$ cat src/rtl/mem_arb_pkg.sv
`default_nettype none

package mem_arb_pkg;

    // shared memory geometry.
    localparam int ADDR_W = 8;
    localparam int DATA_W = 32;

    // number of request ports.
    localparam int REQ_NB = 4;

    typedef logic [ADDR_W-1:0] addr_t;
    typedef logic [DATA_W-1:0] data_t;

    // level 3 is the highest.
    typedef logic [1:0] prio_t;

    // one bit per port.
    typedef logic [REQ_NB-1:0] req_vec_t;

endpackage

`default_nettype wire

$ cat src/rtl/req_port.sv
`timescale 1ns/10ps
`default_nettype none

module req_port import mem_arb_pkg::*; (
    input  wire   aclk,
    input  wire   reset,
    input  wire   start,
    input  wire   we,
    input  wire   addr_t addr,
    input  wire   data_t wdata,
    input  wire   grant,
    input  wire   data_t mem_rdata,
    output logic  req,
    output logic  busy,
    output logic  done,
    output data_t rdata,
    output logic  cmd_we,
    output addr_t cmd_addr,
    output data_t cmd_wdata
);

    always_ff @(posedge aclk) begin
        if (reset) begin
            req  <= 1'b0;
            busy <= 1'b0;
            done <= 1'b0;
        end else begin
            // response is due one cycle after the grant.
            done <= req && grant;
            if (start) begin
                req  <= 1'b1;
                busy <= 1'b1;
            end else begin
                if (grant) begin
                    req <= 1'b0;
                end
                if (done) begin
                    busy <= 1'b0;
                end
            end
        end
    end

    // command held until the RAM has taken it.
    always_ff @(posedge aclk) begin
        if (start) begin
            cmd_we    <= we;
            cmd_addr  <= addr;
            cmd_wdata <= wdata;
        end
    end

    // RAM output is valid during the done cycle.
    assign rdata = (done && !cmd_we) ? mem_rdata : '0;

    // one command in flight per port.
    assert property (@(posedge aclk) disable iff (reset)
        start |-> !busy);

endmodule

`default_nettype wire

$ cat config.mk
export PLATFORM = sky130hd
export DESIGN_NAME = req_port
export DESIGN_NICKNAME = d
export VERILOG_FILES = /design/src/rtl/mem_arb_pkg.sv /design/src/rtl/req_port.sv
export SDC_FILE = /design/constraint.sdc
export NUM_CORES = 1
export LEC_CHECK = 0
export ABC_AREA = 1
export BUFFER_PORTS_ARGS = -buffer_cell sky130_fd_sc_hd__buf_2
export CORE_MARGIN = 10
export CORE_UTILIZATION = 30
export DETAILED_ROUTE_END_ITERATION = 7
export PLACE_DENSITY = 0.68
export REMOVE_ABC_BUFFERS = 1
export SKIP_LAST_GASP = 1
export SLEW_MARGIN = 20
export SYNTH_ARGS = -nofsm -noshare
export SYNTH_HDL_FRONTEND = slang
export SYNTH_SLANG_ARGS = --single-unit
$ cat constraint.sdc
create_clock -name aclk -period 1.07 [get_ports aclk]
set_input_delay 0.1605 -clock aclk [delete_from_list [all_inputs] [get_ports aclk]]
set_output_delay 0.1605 -clock aclk [all_outputs]
set_load 0.05 [all_outputs]
==> metrics.md <==
| Metric | Value |
|---|---|
| Most frequent cells in the layout | 88 x buf_2, 41 x edfxtp_1, 35 x inv_1 |
| Antenna violations before repair | 1 |
| Largest fanout on the critical path | 8 |
| Hold Path Depth | 2 |
| Rel. slew slack | 82.7% |
| Cell total after placement | 347 |
| Hold Fails Final Rpt | 0 |
| Die height | between 90 and 100 um |
| Final worst slack | -0.430 ns |
| Clock transition at path regs | about 0.08 ns |
| Final Slew Violations | 0 |
| Worst hold-check path type | in -> reg |
| Reg2Reg Depth | 4 |
| Max-cap violations | 0 |
| WL/cell | 18.8 um |
| Final std cells w/o fill | between 300 and 400 |
| PortBufs | 152 |
| CTS tree | built |
| Die footprint | between 0.008 and 0.009 mm2 |
| RSZ-0062 raised after global routing | true |
| Peak Freq | 0.667 GHz |
| Post-Syn Area | ~0.0016 mm2 |
| Total GRT Usage | ~13% |
| Slew at the pin closest to its max-slew limit | roughly 0.26 ns |
| Placed Area | roughly 0.0025 mm2 |
| Worst clock skew | 0.000113 ns |
| Cts bufs inserted | 5 |
| Die Wd | around 93 um |
| Initial DRC Count | 62 |
| H-tree depth | 2 |
| Grt total ovfl | 0 |
| Post-Syn Area per Cell | between 10 and 15 um2 |
| CP Class | reg -> out |
| Most common cell after layout, fill and taps aside | buf_2 |
| Core ar. | 0.00517 mm2 |
| Sink Count | 44 |
| Flops & latches, synth | 44 |
| Minimum clock period | ~1.5 ns |
| Root buffer cell | clkbuf_8 |
| Outcome | finished with violations |
| Yosys warnings | 0 |
| Vias in the first global route | about 1600 |
| Worst vdd ir | 1.02 mV |
| Crit path launch type | flip-flop |
| Synth area leader | edfxtp_1 |
| Worst-Skew Late Latency | around 0.28 ns |
| First-pass GRT wire length | roughly 8.6 mm |
| DRC viols | 0 |
| Main combinational cell family by area after synthesis | buffers and inverters |
| Vias per inst | around 4.3 |
| Post-synthesis simple-gate area fraction | between 9 and 10% |
| Post-synthesis share of cell area spent on xor and xnor gates | 0% |
| Max Root-Sink Buffers | 2 |
| Final wirelength | slightly below 7 mm |
| Cell area after layout | 0.00319 mm2 |
| LEAKAGE | between 1.5 and 2 nW |
| Tcrit/Tclk final | 140% |
| Synth Area in Compound Gates | 0% |
| Gpl congestion | between 0.8 and 0.9 |
| Failing checks | setup timing |
| Area grow syn2layout | 96.6% |
| Top cells by area, synth | edfxtp_1 76%, inv_1 8.3%, nor2_1 7.2%, dfxtp_1 3.7%, buf_6 2.1% |
| Row cnt | 26 |
| I/O pin total | between 150 and 200 |
| Worst Setup End Kind | output pin |
| HPWL after DPL | 4.87 mm |
| Layout cell share with drive strength beyond 1 | a little over two thirds |
| Via count | between 1500 and 2000 |
| Synth top area share | around 76% |
| Routed Antenna Nets | 0 |
| Post-synthesis sequential area ratio | 79.7% |
| Mux cell area share after synthesis | 0% |
| Synth Area in Adders | 0% |
| First drt pass iteration count | 4 |
| Largest net degree at the start of global routing | 33 |
| Post-synthesis cell count | approximately 120 |
| Setup violators final | 33 |
| Critical Path RT | between 0.9 and 1 ns |
| Post-synthesis cell type count | 9 |
| Initial Util | 31.3% |
| Diodes inserted | 0 |
| Final Net Count | 364 |
| Pwr dens | around 1400 mW/mm2 |
| Arrival time at the worst endpoint | roughly 1.3 ns |
==> synth_stat cells, drive strengths merged <==
master and count:
dfxtp 3, inv 36, nor2 33, nand3 2, buf 3, edfxtp 41
nand2 5
==> critical path, cell delays in order, from the launching register on <==
cell	delay [ns]
edfxtp_1	0.41
inv_2	0.09
nand2_4	0.08
buf_6	0.17
nor2_2	0.12
buf_6	0.18
==> path summary, 6_finish.rpt <==
path	startpoint	end	slack [ns]
worst max register to register	done	busy	0.35
worst min register to register	req	done	0.46
worst min-delay path	reset	done	0.03
worst max-delay path	cmd_we	rdata[21]	-0.43
==> power breakdown <==
| group | internal (mW) | switching [mW] |
|---|---|---|
| clock | 0.692 | 0.554 |
| combinational | 0.336 | 0.756 |
| sequential | 2.03 | 0.0405 |
==> per-layer routing <==
layer  track usage (%)  wire length, um  up-vias
met4              3.86              104        0
li1                  -                -      702
met2              23.1             3340      116
met3              9.67             1030       10
met5                 0                0        -
met1              10.8             2260      713
==> timing repair <==
action                                  4_1_cts  5_1_grt
buffers inserted                              1        0
endpoints found under the setup margin       41       59
hold buffers                                  0        0
gates resized for setup                      70      107
cloned                                        0        3
==> final cells by class <==
cell class	count	area, um2
Clock buffer	5	68.8
Clock inverter	3	42.5
Fill cell	395	1990
Inverter	36	135
Multi-Input combinational cell	40	330
Sequential cell	44	1290
Tap cell	70	87.6
Timing Repair Buffer	160	1230
==> flip-flops by register name, summed over array words and instances, names as in the netlist <==
| name | flops |
|---|---|
| cmd_addr | 8 |
| cmd_wdata | 32 |
| done | 1 |
| req | 1 |
| busy | 1 |
| cmd_we | 1 |
==> metrics by stage <==
stage | power [mW] | hold slack, ns | setup WS, ns | setup TNS, ns | util (%)
2_1_floorplan | 2.68 | 0.232 | -0.871 | -27.40 | -
3_3_place_gp | 3.02 | 0.337 | -0.168 | -3.09 | 48.9
3_5_place_dp | 3.04 | 0.338 | -0.158 | -3.46 | 48.9
4_1_cts | 4.34 | 0.0150 | -0.385 | -11.95 | 54.9
5_1_grt | 4.58 | 0.0159 | -0.497 | -15.07 | 61.6
6_report | 4.40 | 0.0272 | -0.430 | -12.83 | 61.6
==> cells by family (layout without fill, tap and decap cells) <==
logic type    count (synthesis)  after routing
flops                        44             44
simple gates                 40             40
buf+inv                      39            204
No activity file was read; power rests on OpenSTA's default activity.
