<file path="config.mk">
export PLATFORM = sky130hd
export DESIGN_NAME = prio_rr_arbiter
export DESIGN_NICKNAME = d
export VERILOG_FILES = /design/src/rtl/mem_arb_pkg.sv /design/src/rtl/rr_core.sv /design/src/rtl/prio_rr_arbiter.sv
export SDC_FILE = /design/constraint.sdc
export NUM_CORES = 1
export LEC_CHECK = 0
export BUFFER_PORTS_ARGS = -buffer_cell sky130_fd_sc_hd__clkbuf_2
export CAP_MARGIN = 20
export CORE_AREA = 2 2 39 41
export CTS_BUF_LIST = sky130_fd_sc_hd__clkbuf_16
export CTS_CLUSTER_DIAMETER = 80
export DETAILED_ROUTE_END_ITERATION = 7
export DIE_AREA = 0 0 41 43
export MAX_ROUTING_LAYER = met4
export PLACE_DENSITY = 0.37
export SYNTH_ARGS = -nofsm -noshare
export SYNTH_HDL_FRONTEND = slang
export SYNTH_HIERARCHICAL = 1
export SYNTH_SLANG_ARGS = --single-unit
</file>
<file path="constraint.sdc">
create_clock -name aclk -period 1.5 [get_ports aclk]
set_clock_uncertainty 0.15 [all_clocks]
set_input_delay 0.3 -clock aclk [delete_from_list [all_inputs] [get_ports aclk]]
set_output_delay 0.3 -clock aclk [all_outputs]
set_load 0.01 [all_outputs]
</file>
<file path="src/rtl/mem_arb_pkg.sv">
`default_nettype none

package mem_arb_pkg;

    // shared memory geometry.
    localparam int ADDR_W = 8;
    localparam int DATA_W = 32;

    // number of request ports.
    localparam int REQ_NB = 4;

    typedef logic [ADDR_W-1:0] addr_t;
    typedef logic [DATA_W-1:0] data_t;

    // level 3 is the highest.
    typedef logic [1:0] prio_t;

    // one bit per port.
    typedef logic [REQ_NB-1:0] req_vec_t;

endpackage

`default_nettype wire

</file>
<file path="src/rtl/rr_core.sv">
`timescale 1ns/10ps
`default_nettype none

module rr_core import mem_arb_pkg::*; (
    input  wire      aclk,
    input  wire      reset,
    input  wire      en,
    input  wire      req_vec_t req,
    output req_vec_t grant
);

    // positions at and after the pointer.
    req_vec_t mask;
    req_vec_t masked_req;
    req_vec_t pick_src;

    assign masked_req = req & mask;

    // wrap to the bottom when nothing sits above the pointer.
    assign pick_src = (|masked_req) ? masked_req : req;

    // lowest set bit only.
    assign grant = pick_src & (~pick_src + req_vec_t'(1));

    always_ff @(posedge aclk) begin
        if (reset) begin
            mask <= '1;
        end else if (en) begin
            // keep only the positions above the winner.
            mask <= ~((grant << 1) - req_vec_t'(1));
        end
    end

    // a granted request never belongs to an idle port.
    assert property (@(posedge aclk) disable iff (reset)
        $onehot0(grant) && ((grant & ~req) == '0));

endmodule

`default_nettype wire

</file>
<file path="src/rtl/prio_rr_arbiter.sv">
`timescale 1ns/10ps
`default_nettype none

module prio_rr_arbiter import mem_arb_pkg::*; #(
    parameter prio_t REQ0_PRIORITY = 2'd0,
    parameter prio_t REQ1_PRIORITY = 2'd0,
    parameter prio_t REQ2_PRIORITY = 2'd0,
    parameter prio_t REQ3_PRIORITY = 2'd0
) (
    input  wire      aclk,
    input  wire      reset,
    input  wire      req_vec_t req,
    output req_vec_t grant
);

    localparam int LVL_NB = 2 ** $bits(prio_t);

    req_vec_t          lvl_req   [LVL_NB];
    req_vec_t          lvl_grant [LVL_NB];
    logic [LVL_NB-1:0] lvl_any;
    logic [LVL_NB-1:0] lvl_active;

    genvar lvl;

    for (lvl = 0; lvl < LVL_NB; lvl++) begin : g_lvl
        // ports that sit at this level.
        localparam req_vec_t LVL_MASK = {
            REQ3_PRIORITY == lvl,
            REQ2_PRIORITY == lvl,
            REQ1_PRIORITY == lvl,
            REQ0_PRIORITY == lvl
        };

        assign lvl_req[lvl] = req & LVL_MASK;
        assign lvl_any[lvl] = |lvl_req[lvl];

        // nothing pending at any higher level.
        assign lvl_active[lvl] = lvl_any[lvl] && ((lvl_any >> (lvl + 1)) == '0);

        if (|LVL_MASK) begin : g_core
            rr_core rr_core_i (
                .aclk  (aclk),
                .reset (reset),
                .en    (lvl_active[lvl]),
                .req   (lvl_req[lvl]),
                .grant (lvl_grant[lvl])
            );
        end else begin : g_none
            assign lvl_grant[lvl] = '0;
        end
    end

    // the highest level with a grant wins.
    always_comb begin
        grant = '0;
        for (int l = 0; l < LVL_NB; l++) begin
            if (|lvl_grant[l]) begin
                grant = lvl_grant[l];
            end
        end
    end

    assert property (@(posedge aclk) disable iff (reset)
        $onehot0(grant));

endmodule

`default_nettype wire

</file>
==> results of run 1 <==
==> power groups by stage <==
stage | clock, mW | combinational, mW | sequential, mW
CTS | 0.422 | 0.0866 | 0.120
global placement | 0 | 0.0799 | 0.121
global route | 0.432 | 0.109 | 0.123
floorplan | 0 | 0.0379 | 0.123
finish | 0.416 | 0.0979 | 0.123
detailed placement | 0 | 0.0800 | 0.121
==> cells by family after synthesis <==
kind of cell,count (synthesis)
compound gates,13
buf+inv,7
simple gates,8
flops,4
==> how the worst min path moves through the flow <==
stage | start | to | depth (start not counted)
2_1_floorplan | reset | g_lvl[0].g_core.rr_core_i/mask[0]$_SDFFE_PP1P_ | 1
3_3_place_gp | reset | g_lvl[0].g_core.rr_core_i/mask[0]$_SDFFE_PP1P_ | 2
3_5_place_dp | reset | g_lvl[0].g_core.rr_core_i/mask[0]$_SDFFE_PP1P_ | 2
4_1_cts | reset | g_lvl[0].g_core.rr_core_i/mask[0]$_SDFFE_PP1P_ | 2
5_1_grt | reset | g_lvl[0].g_core.rr_core_i/mask[0]$_SDFFE_PP1P_ | 2
6_report | reset | g_lvl[0].g_core.rr_core_i/mask[0]$_SDFFE_PP1P_ | 2
==> routing by layer <==
metal / global-route usage (%) / part of all wire [%]
met4: 10.0 / 3.1
met3: 3.14 / 6.7
met5: - / 0
met1: 12.2 / 42
met2: 13.1 / 48
==> worst max-delay path, cell delays in order (launching register included) <==
cell	delay (ns)
dfxtp_2	0.31
a222oi_1	0.32
o21ai_1	0.13
and3b_2	0.25
buf_6	0.09
==> synth_stat cells <==
cell	instances
a21oi_1	1
nor2b_1	1
dfxtp_1	4
o21ai_0	4
clkbuf_1	4
nor3_1	2
and4_1	1
o21ai_1	1
a222oi_1	2
and3b_2	1
a22oi_1	2
a21o_1	1
nand2_1	1
a41oi_1	1
or4_1	1
inv_1	3
a31oi_1	1
nor2_1	1
==> timing repair <==
| action | in CTS | in global routing |
|---|---|---|
| setup endpoints to repair | 4 | 5 |
| resized for setup | 1 | 13 |
| buffers inserted | 2 | 0 |
| hold buffers | 0 | 0 |
| endpoints found under the hold margin | 0 | 0 |
| pin swaps | 4 | 4 |
==> final cells by class <==
type	count	share of cell area [%]
clock buffers	3	15.9
inverters	3	2.39
multi-input cells	21	33.4
flip-flops and latches	4	18.0
well taps	16	4.24
repair buffers	18	26.0
==> results.ini, run 1 <==
[outcome]
status=finished, violations left
violations=setup timing

[layout]
area_growth_pct=93.3
mostFrequentLayoutCells=buf_4, clkbuf_2, dfxtp_2, clkbuf_16, inv_1
fin_nets=57
multi_input_area_sq_um=158
fill_cells=153
largest_register=g_lvl.g_core.rr_core_i/mask
drive_gt1_share_pct=61.2
instances_no_fill=65
largest_reg_flops=4
final_common_cell=buf_4
seqCellArea_sq_um=85.1
reg_top3=g_lvl.g_core.rr_core_i/mask x4
design_area_sq_um=472
antenna_cells=0
final_util_pct=34.1

[yosys]
synthTopCellsByArea=dfxtp_1, a222oi_1, o21ai_0
synth-simple-area-share_pct=20.5
synth_compound_area_share_pct=35.9
synth_cells=32
synth_fa_ha_area_share_pct=0
netlist.area_leader.share_pct=32.8
ys_ff_latch=4
yosys.area.top_type=dfxtp_1
syn_area_per_cell_sq_um=7.62
synth_xor_area_share_pct=0
synth_top_family_by_area=compound AO/OA/AOI/OAI gates
syn_area_sq_um=244
syn_nets=38
synth_seq_area_share_pct=32.8
muxShareOfSynthArea_pct=0
synth_cell_types=18
yosys_warnings=6

[clock_tree]
htree_levels=1
cts-root-buf=clkbuf_16
cts_sinks=4
cts.reportedPaths.clkPinSlew_ns=0.03
clockBufferDepth=2
insertion_delay_ns=0.22
cts_buffers=3
cts_tree=yes

[global_routing]
grt_pass1_wl_um=1150
grt_pass1_vias=272
grt_use_total_pct=10.4
grt_overflow=0
grt_start_max_net_pins=7
antenna_found_initial=0

[hold_path]
hold_path.class=in2reg

[job]
max-cap-violations=0

[place]
portBuffers=9
place_congestion=0.729
placedInstanceArea_sq_um=347
pre_cts_ws_ns=-0.232
dp_hpwl_um=549
placed_cells=60

[timing]
setup_viol=4
period_share_pct=119
holdWs_ns=0.177
finalHoldViolCount=0
setup-tns-final_ns=-0.729
setup_ws_ns=-0.283
relSlewSlack_pct=80.2
layout_min_cycle_time_ns=1.78
worst_pin_slew_ns=0.297
rsz0062_at_grt=yes
drv_slew=0
max_freq_mhz=561

[floorplanning]
dieWidth_um=41
core.rowCount=14
start_util_pct=17.6
ios=10
core_sq_um=1380
dieArea_sq_um=1760
die_h_um=43

[route]
wl_um=801
vias=327
initialDrtViolationCount=10
drc=0
routed_via_density=5.03
dr.pass1.iters=4
post_drt_wl_per_cell_um=12.3
antenna_left=0

[setup_path]
worst-path-max-fanout=3
arrival_ns=1.33
worstSetupPathType=reg2out
reg2reg_from=g_lvl[0].g_core.rr_core_i/mask[1]$_SDFFE_PP1P_
r2r-end=g_lvl[0].g_core.rr_core_i/mask[3]$_SDFFE_PP1P_
cp-startpoint=g_lvl[0].g_core.rr_core_i/mask[1]$_SDFFE_PP1P_
worstSetupEndpointType=output port
cp-start-kind=flop
cp.required_ns=1.05
cp-endpoint=grant[2]
worstRegToRegCells=5
r2r_slack_ns=0.13

[power]
p_total_uw=637
ir_worst_vdd_uv=762
comb_power_share_pct=15.4
clockPowerShare_pct=65.3
power.share.switching_pct=20.0
powerDensity_nw_per_um2=1350
p_switching_uw=128
pwr-share-seq_pct=19.3
p_int_uw=510
cellLeakagePower_nw=0.224

Note: power is estimated with default switching activity, not from simulation.
==> run 2, diff against run 1 <==
--- a/config.mk
+++ b/config.mk
@@ -6,7 +6,6 @@
 export NUM_CORES = 1
 export LEC_CHECK = 0
 export BUFFER_PORTS_ARGS = -buffer_cell sky130_fd_sc_hd__clkbuf_2
-export CAP_MARGIN = 20
 export CORE_AREA = 2 2 39 41
 export CTS_BUF_LIST = sky130_fd_sc_hd__clkbuf_16
 export CTS_CLUSTER_DIAMETER = 80
==> constraint.sdc (replaced) <==
create_clock -name aclk -period 1.5 [get_ports aclk]
set_clock_uncertainty 0.15 [all_clocks]
set_input_delay 0.3 -clock aclk [delete_from_list [all_inputs] [get_ports aclk]]
set_output_delay 0.3 -clock aclk [all_outputs]
set_load 0.005 [all_outputs]
==> run 2 against run 1 <==
Compared with the run above: the flow still finishes with violations (setup timing); core utilization increased by 2.0 points; combinational power increased by 6%; worst setup slack improved by 0.033 ns; global-route usage increased by 0.73 points; design area increased by 5.8%; routed wire length decreased by 7.0%; clock power about the same.
==> results.ini, run 2 (same netlist as run 1, synthesis figures left out) <==
[setup_path]
arrival_ns=1.30
reg2reg_from=g_lvl[0].g_core.rr_core_i/mask[0]$_SDFFE_PP1P_
worstSetupPathType=reg2out
worstRegToRegCells=5
cp-start-kind=flop
worst-path-max-fanout=3
cp.required_ns=1.05
worstSetupEndpointType=output port
r2r-end=g_lvl[0].g_core.rr_core_i/mask[3]$_SDFFE_PP1P_
r2r_slack_ns=0.08

[layout]
design_area_sq_um=499
area_growth_pct=105
seqCellArea_sq_um=85.1
fill_cells=149
multi_input_area_sq_um=155
drive_gt1_share_pct=64.2
largest_register=g_lvl.g_core.rr_core_i/mask
reg_top3=g_lvl.g_core.rr_core_i/mask x4
fin_nets=61
final_common_cell=buf_4
antenna_cells=0
largest_reg_flops=4
mostFrequentLayoutCells=buf_4, clkbuf_2, dfxtp_2, clkbuf_16, inv_1

[floorplanning]
core_sq_um=1380
dieArea_sq_um=1760
core.rowCount=14
dieWidth_um=41
die_h_um=43
ios=10
start_util_pct=17.6

[global_routing]
grt_start_max_net_pins=6
grt_pass1_wl_um=1240
antenna_found_initial=0
grt_use_total_pct=11.1
grt_overflow=0
grt_pass1_vias=318

[hold_path]
hold_end=g_lvl[0].g_core.rr_core_i/mask[0]$_SDFFE_PP1P_
holdPathStages=2
hp-start=reset
hold_path.class=in2reg

[clock_tree]
insertion_delay_ns=0.22
clockBufferDepth=2
cts.reportedPaths.clkPinSlew_ns=0.03
cts_sinks=4
cts_tree=yes
cts_buffers=3
cts_hold_buf=0
htree_levels=1
cts-root-buf=clkbuf_16

[route]
post_drt_wl_per_cell_um=10.8
drc=0
antenna_left=0
routed_via_density=4.52
wl_um=745
initialDrtViolationCount=9
dr.pass1.iters=4
vias=312

[place]
pre_cts_ws_ns=-0.172
portBuffers=9
placedInstanceArea_sq_um=377
place_congestion=0.712

[power]
powerDensity_nw_per_um2=1290
ir_worst_vdd_uv=568
p_total_uw=643
cellLeakagePower_nw=0.243

[timing]
rsz0062_at_grt=yes
setup_ws_ns=-0.250
relSlewSlack_pct=81.5
layout_min_cycle_time_ns=1.75
period_share_pct=117
drv_slew=0
setup-tns-final_ns=-0.717
max_freq_mhz=571
finalHoldViolCount=0
setup_viol=4
worst_pin_slew_ns=0.277

[outcome]
status=finished, violations left
violations=setup timing

[job]
max-cap-violations=0

## run 2: where the power goes
part,total (mW),internal (mW),switching (mW)
sequential,0.122,0.117,0.00594
combinational,0.104,0.0613,0.0427
clock,0.416,0.341,0.0757
total,0.643,0.518,0.124
## run 2: layer usage
layer / track usage, % / routed length (um) / up-vias
met5: - / 0 / -
met4: 10.0 / 0 / 0
met3: 3.14 / 36 / 0
met2: 16.3 / 398 / 5
met1: 11.3 / 311 / 143
li1: - / - / 164
## run 2: critical path, cell delays in order, from the launching register on
cell and delay, ns:
dfxtp_2 0.31, a222oi_1 0.31, o21ai_1 0.12, and3b_2 0.25, buf_6 0.09
## run 2: worst max path at each step
stage	start	end	slack [ns]	depth (start not counted)
6_report	g_lvl[0].g_core.rr_core_i/mask[0]$_SDFFE_PP1P_	grant[2]	-0.25	4
5_1_grt	g_lvl[0].g_core.rr_core_i/mask[0]$_SDFFE_PP1P_	grant[2]	-0.32	4
4_1_cts	g_lvl[0].g_core.rr_core_i/mask[0]$_SDFFE_PP1P_	grant[2]	-0.27	4
3_5_place_dp	req[0]	grant[2]	-0.17	5
3_3_place_gp	req[0]	grant[2]	-0.21	5
2_1_floorplan	g_lvl[0].g_core.rr_core_i/mask[0]$_SDFFE_PP1P_	grant[2]	0.02	4
## run 2: through the flow
| step | util (%) | std cells | hold WS (ns) |
|---|---|---|---|
| global placement | 27.2 | 64 | 0.399 |
| CTS | 35.0 | 69 | 0.173 |
| global route | 36.1 | 69 | 0.196 |
| floorplan | - | 32 | 0.236 |
| detailed placement | 27.2 | 64 | 0.410 |
| finish | 36.1 | 69 | 0.176 |
## run 2: layout make-up
class	count	area share, %
clock buffer	3	15.0
sequential	4	17.0
inverter	3	2.26
tap	16	4.01
multi-input combinational	21	31.1
timing repair buffer	22	30.6
## run 2: what timing repair did
action | 4_1_cts | 5_1_grt
setup endpoints to repair | 4 | 4
setup buffers | 2 | 0
pin swaps | 4 | 2
gates resized for setup | 9 | 6
endpoints found under the hold margin | 0 | 0
==> run 3, diff against run 2 <==
--- a/config.mk
+++ b/config.mk
@@ -6,11 +6,11 @@
 export NUM_CORES = 1
 export LEC_CHECK = 0
 export BUFFER_PORTS_ARGS = -buffer_cell sky130_fd_sc_hd__clkbuf_2
-export CORE_AREA = 2 2 39 41
+export CORE_AREA = 3 3 40 42
 export CTS_BUF_LIST = sky130_fd_sc_hd__clkbuf_16
 export CTS_CLUSTER_DIAMETER = 80
 export DETAILED_ROUTE_END_ITERATION = 7
-export DIE_AREA = 0 0 41 43
+export DIE_AREA = 0 0 43 45
 export MAX_ROUTING_LAYER = met4
 export PLACE_DENSITY = 0.37
 export SYNTH_ARGS = -nofsm -noshare
==> constraint.sdc (replaced) <==
create_clock -name aclk -period 1.75 [get_ports aclk]
set_clock_uncertainty 0.15 [all_clocks]
set_input_delay 0.35 -clock aclk [delete_from_list [all_inputs] [get_ports aclk]]
set_output_delay 0.35 -clock aclk [all_outputs]
set_load 0.005 [all_outputs]
==> run 3 against run 2 <==
Compared with the run above: first-iteration DRC count grew 140%; hold slack better by 0.061 ns; clock power fell by 15%; flip-flop and latch count unchanged; sequential share of layout area increased by 0.56 points; highest routed layer unchanged; the flow still finishes with violations (setup timing); worst setup slack improved by 0.19 ns; core utilization increased by 0.44 points; critical path type unchanged; non-clock buffer count fell by 2.
==> results.ini, run 3 (same netlist as run 1, synthesis figures left out) <==
[outcome]
status=finished, violations left
violations=setup timing

[global_routing]
grt_use_total_pct=9.43
grt_pass1_wl_um=1260
grt_util_met2_pct=14.4
grt_pass1_vias=321
grt_overflow=0
globalRouteMet1Util_pct=8.17
top_usage_layer=met2
antenna_found_initial=0
grt_use_met3_pct=5.98
grt_start_max_net_pins=6

[clock_tree]
htree_levels=1
cts.reportedPaths.clkPinSlew_ns=0.03
insertion_delay_ns=0.22
cts_sinks=4
cts-root-buf=clkbuf_16
cts_tree=yes
clockBufferDepth=2
cts_buffers=3

[timing]
max_freq_mhz=552
setup_ws_ns=-0.0622
layout_min_cycle_time_ns=1.81
relSlewSlack_pct=80.9
setup_viol=2
drv_slew=0
finalHoldViolCount=0
period_share_pct=104
rsz0062_at_grt=yes
worst_pin_slew_ns=0.286

[floorplanning]
start_util_pct=19.0
core_sq_um=1280
ios=10
core.rowCount=13
dieArea_sq_um=1940
die_h_um=45
dieWidth_um=43

[layout]
seqCellArea_sq_um=82.6
antenna_cells=0
final_util_pct=36.5
final_common_cell=buf_4
largest_register=g_lvl.g_core.rr_core_i/mask
drive_gt1_share_pct=54.9
area_growth_pct=92.3
mostFrequentLayoutCells=buf_4, clkbuf_2, o21ai_1, clkbuf_16, inv_1
fill_cells=133
fin_nets=59
largest_reg_flops=4
multi_input_area_sq_um=150
reg_top3=g_lvl.g_core.rr_core_i/mask x4

[power]
pwr-share-seq_pct=19.6
powerDensity_nw_per_um2=1150
cellLeakagePower_nw=0.231
comb_power_share_pct=14.9
ir_worst_vdd_uv=432
power.share.switching_pct=18.9
p_switching_uw=102
clockPowerShare_pct=65.5
p_int_uw=437

[place]
pre_cts_ws_ns=-0.0244
place_congestion=0.716
portBuffers=9
dp_hpwl_um=581

[hold_path]
hp-start=reset
holdPathStages=2
hold_path.class=in2reg

[setup_path]
worstRegToRegCells=7
worst-path-max-fanout=3
arrival_ns=1.31
cp.required_ns=1.25
worstSetupPathType=reg2out
reg2reg_from=g_lvl[0].g_core.rr_core_i/mask[0]$_SDFFE_PP1P_
worstSetupEndpointType=output port
cp-startpoint=g_lvl[0].g_core.rr_core_i/mask[0]$_SDFFE_PP1P_
cp-start-kind=flop

[route]
drc=0
wl_um=788
vias=323
dr.pass1.iters=5
initialDrtViolationCount=22
routed_via_density=4.89
post_drt_wl_per_cell_um=11.9
antenna_left=0

[job]
max-cap-violations=0

run 3: worst max-delay path, cell delays in order, from the launching register on:
cell,delay (ns)
dfxtp_2,0.31
a222oi_1,0.32
o21ai_1,0.13
and3b_2,0.23
clkbuf_2,0.10
run 3: path summary, 6_finish.rpt:
kind	end	slack (ns)
worst max-delay path	grant[2]	-0.06
worst min-delay path	g_lvl[0].g_core.rr_core_i/mask[0]$_SDFFE_PP1P_	0.24
worst max register to register	g_lvl[0].g_core.rr_core_i/mask[3]$_SDFFE_PP1P_	0.15
worst min register to register	g_lvl[0].g_core.rr_core_i/mask[1]$_SDFFE_PP1P_	0.42
run 3: power by group through the flow:
stage	registers, mW	logic, mW	clock network, mW
after floorplan	0.105	0.0288	0
after global placement	0.105	0.0652	0
after detailed placement	0.105	0.0662	0
after CTS	0.104	0.0807	0.356
after global routing	0.106	0.0881	0.367
final	0.105	0.0804	0.352
run 3: final cells by class:
| type | instances | share of cell area [%] |
|---|---|---|
| Tap cell | 15 | 4.00 |
| Timing Repair Buffer | 20 | 28.0 |
| Inverter | 3 | 2.40 |
| Multi-Input combinational cell | 21 | 32.0 |
| Sequential cell | 4 | 17.6 |
| Clock buffer | 3 | 16.0 |
run 3: repair_timing:
action / 4_1_cts / 5_1_grt
resized for setup: 6 / 2
setup buffers: 4 / 0
endpoints found under the setup margin: 3 / 5
pin swaps: 3 / 3
hold buffers: 0 / 0
run 3: through the flow:
stage,std cells,hold slack (ns),power [mW],TNS [ns],instance area [sq um]
after floorplan,32,0.286,0.134,0,244
final,66,0.237,0.538,-0.0733,469
after CTS,67,0.232,0.541,-0.106,470
after global placement,60,0.432,0.170,0,353
after global routing,66,0.239,0.562,-0.356,469
after detailed placement,60,0.433,0.171,-0.0256,353
run 3: per-layer routing:
| layer | vias up | wire length (um) |
|---|---|---|
| met5 | - | 0 |
| met4 | 0 | 0 |
| met3 | 0 | 68 |
| met2 | 14 | 392 |
| met1 | 148 | 327 |
| li1 | 161 | - |
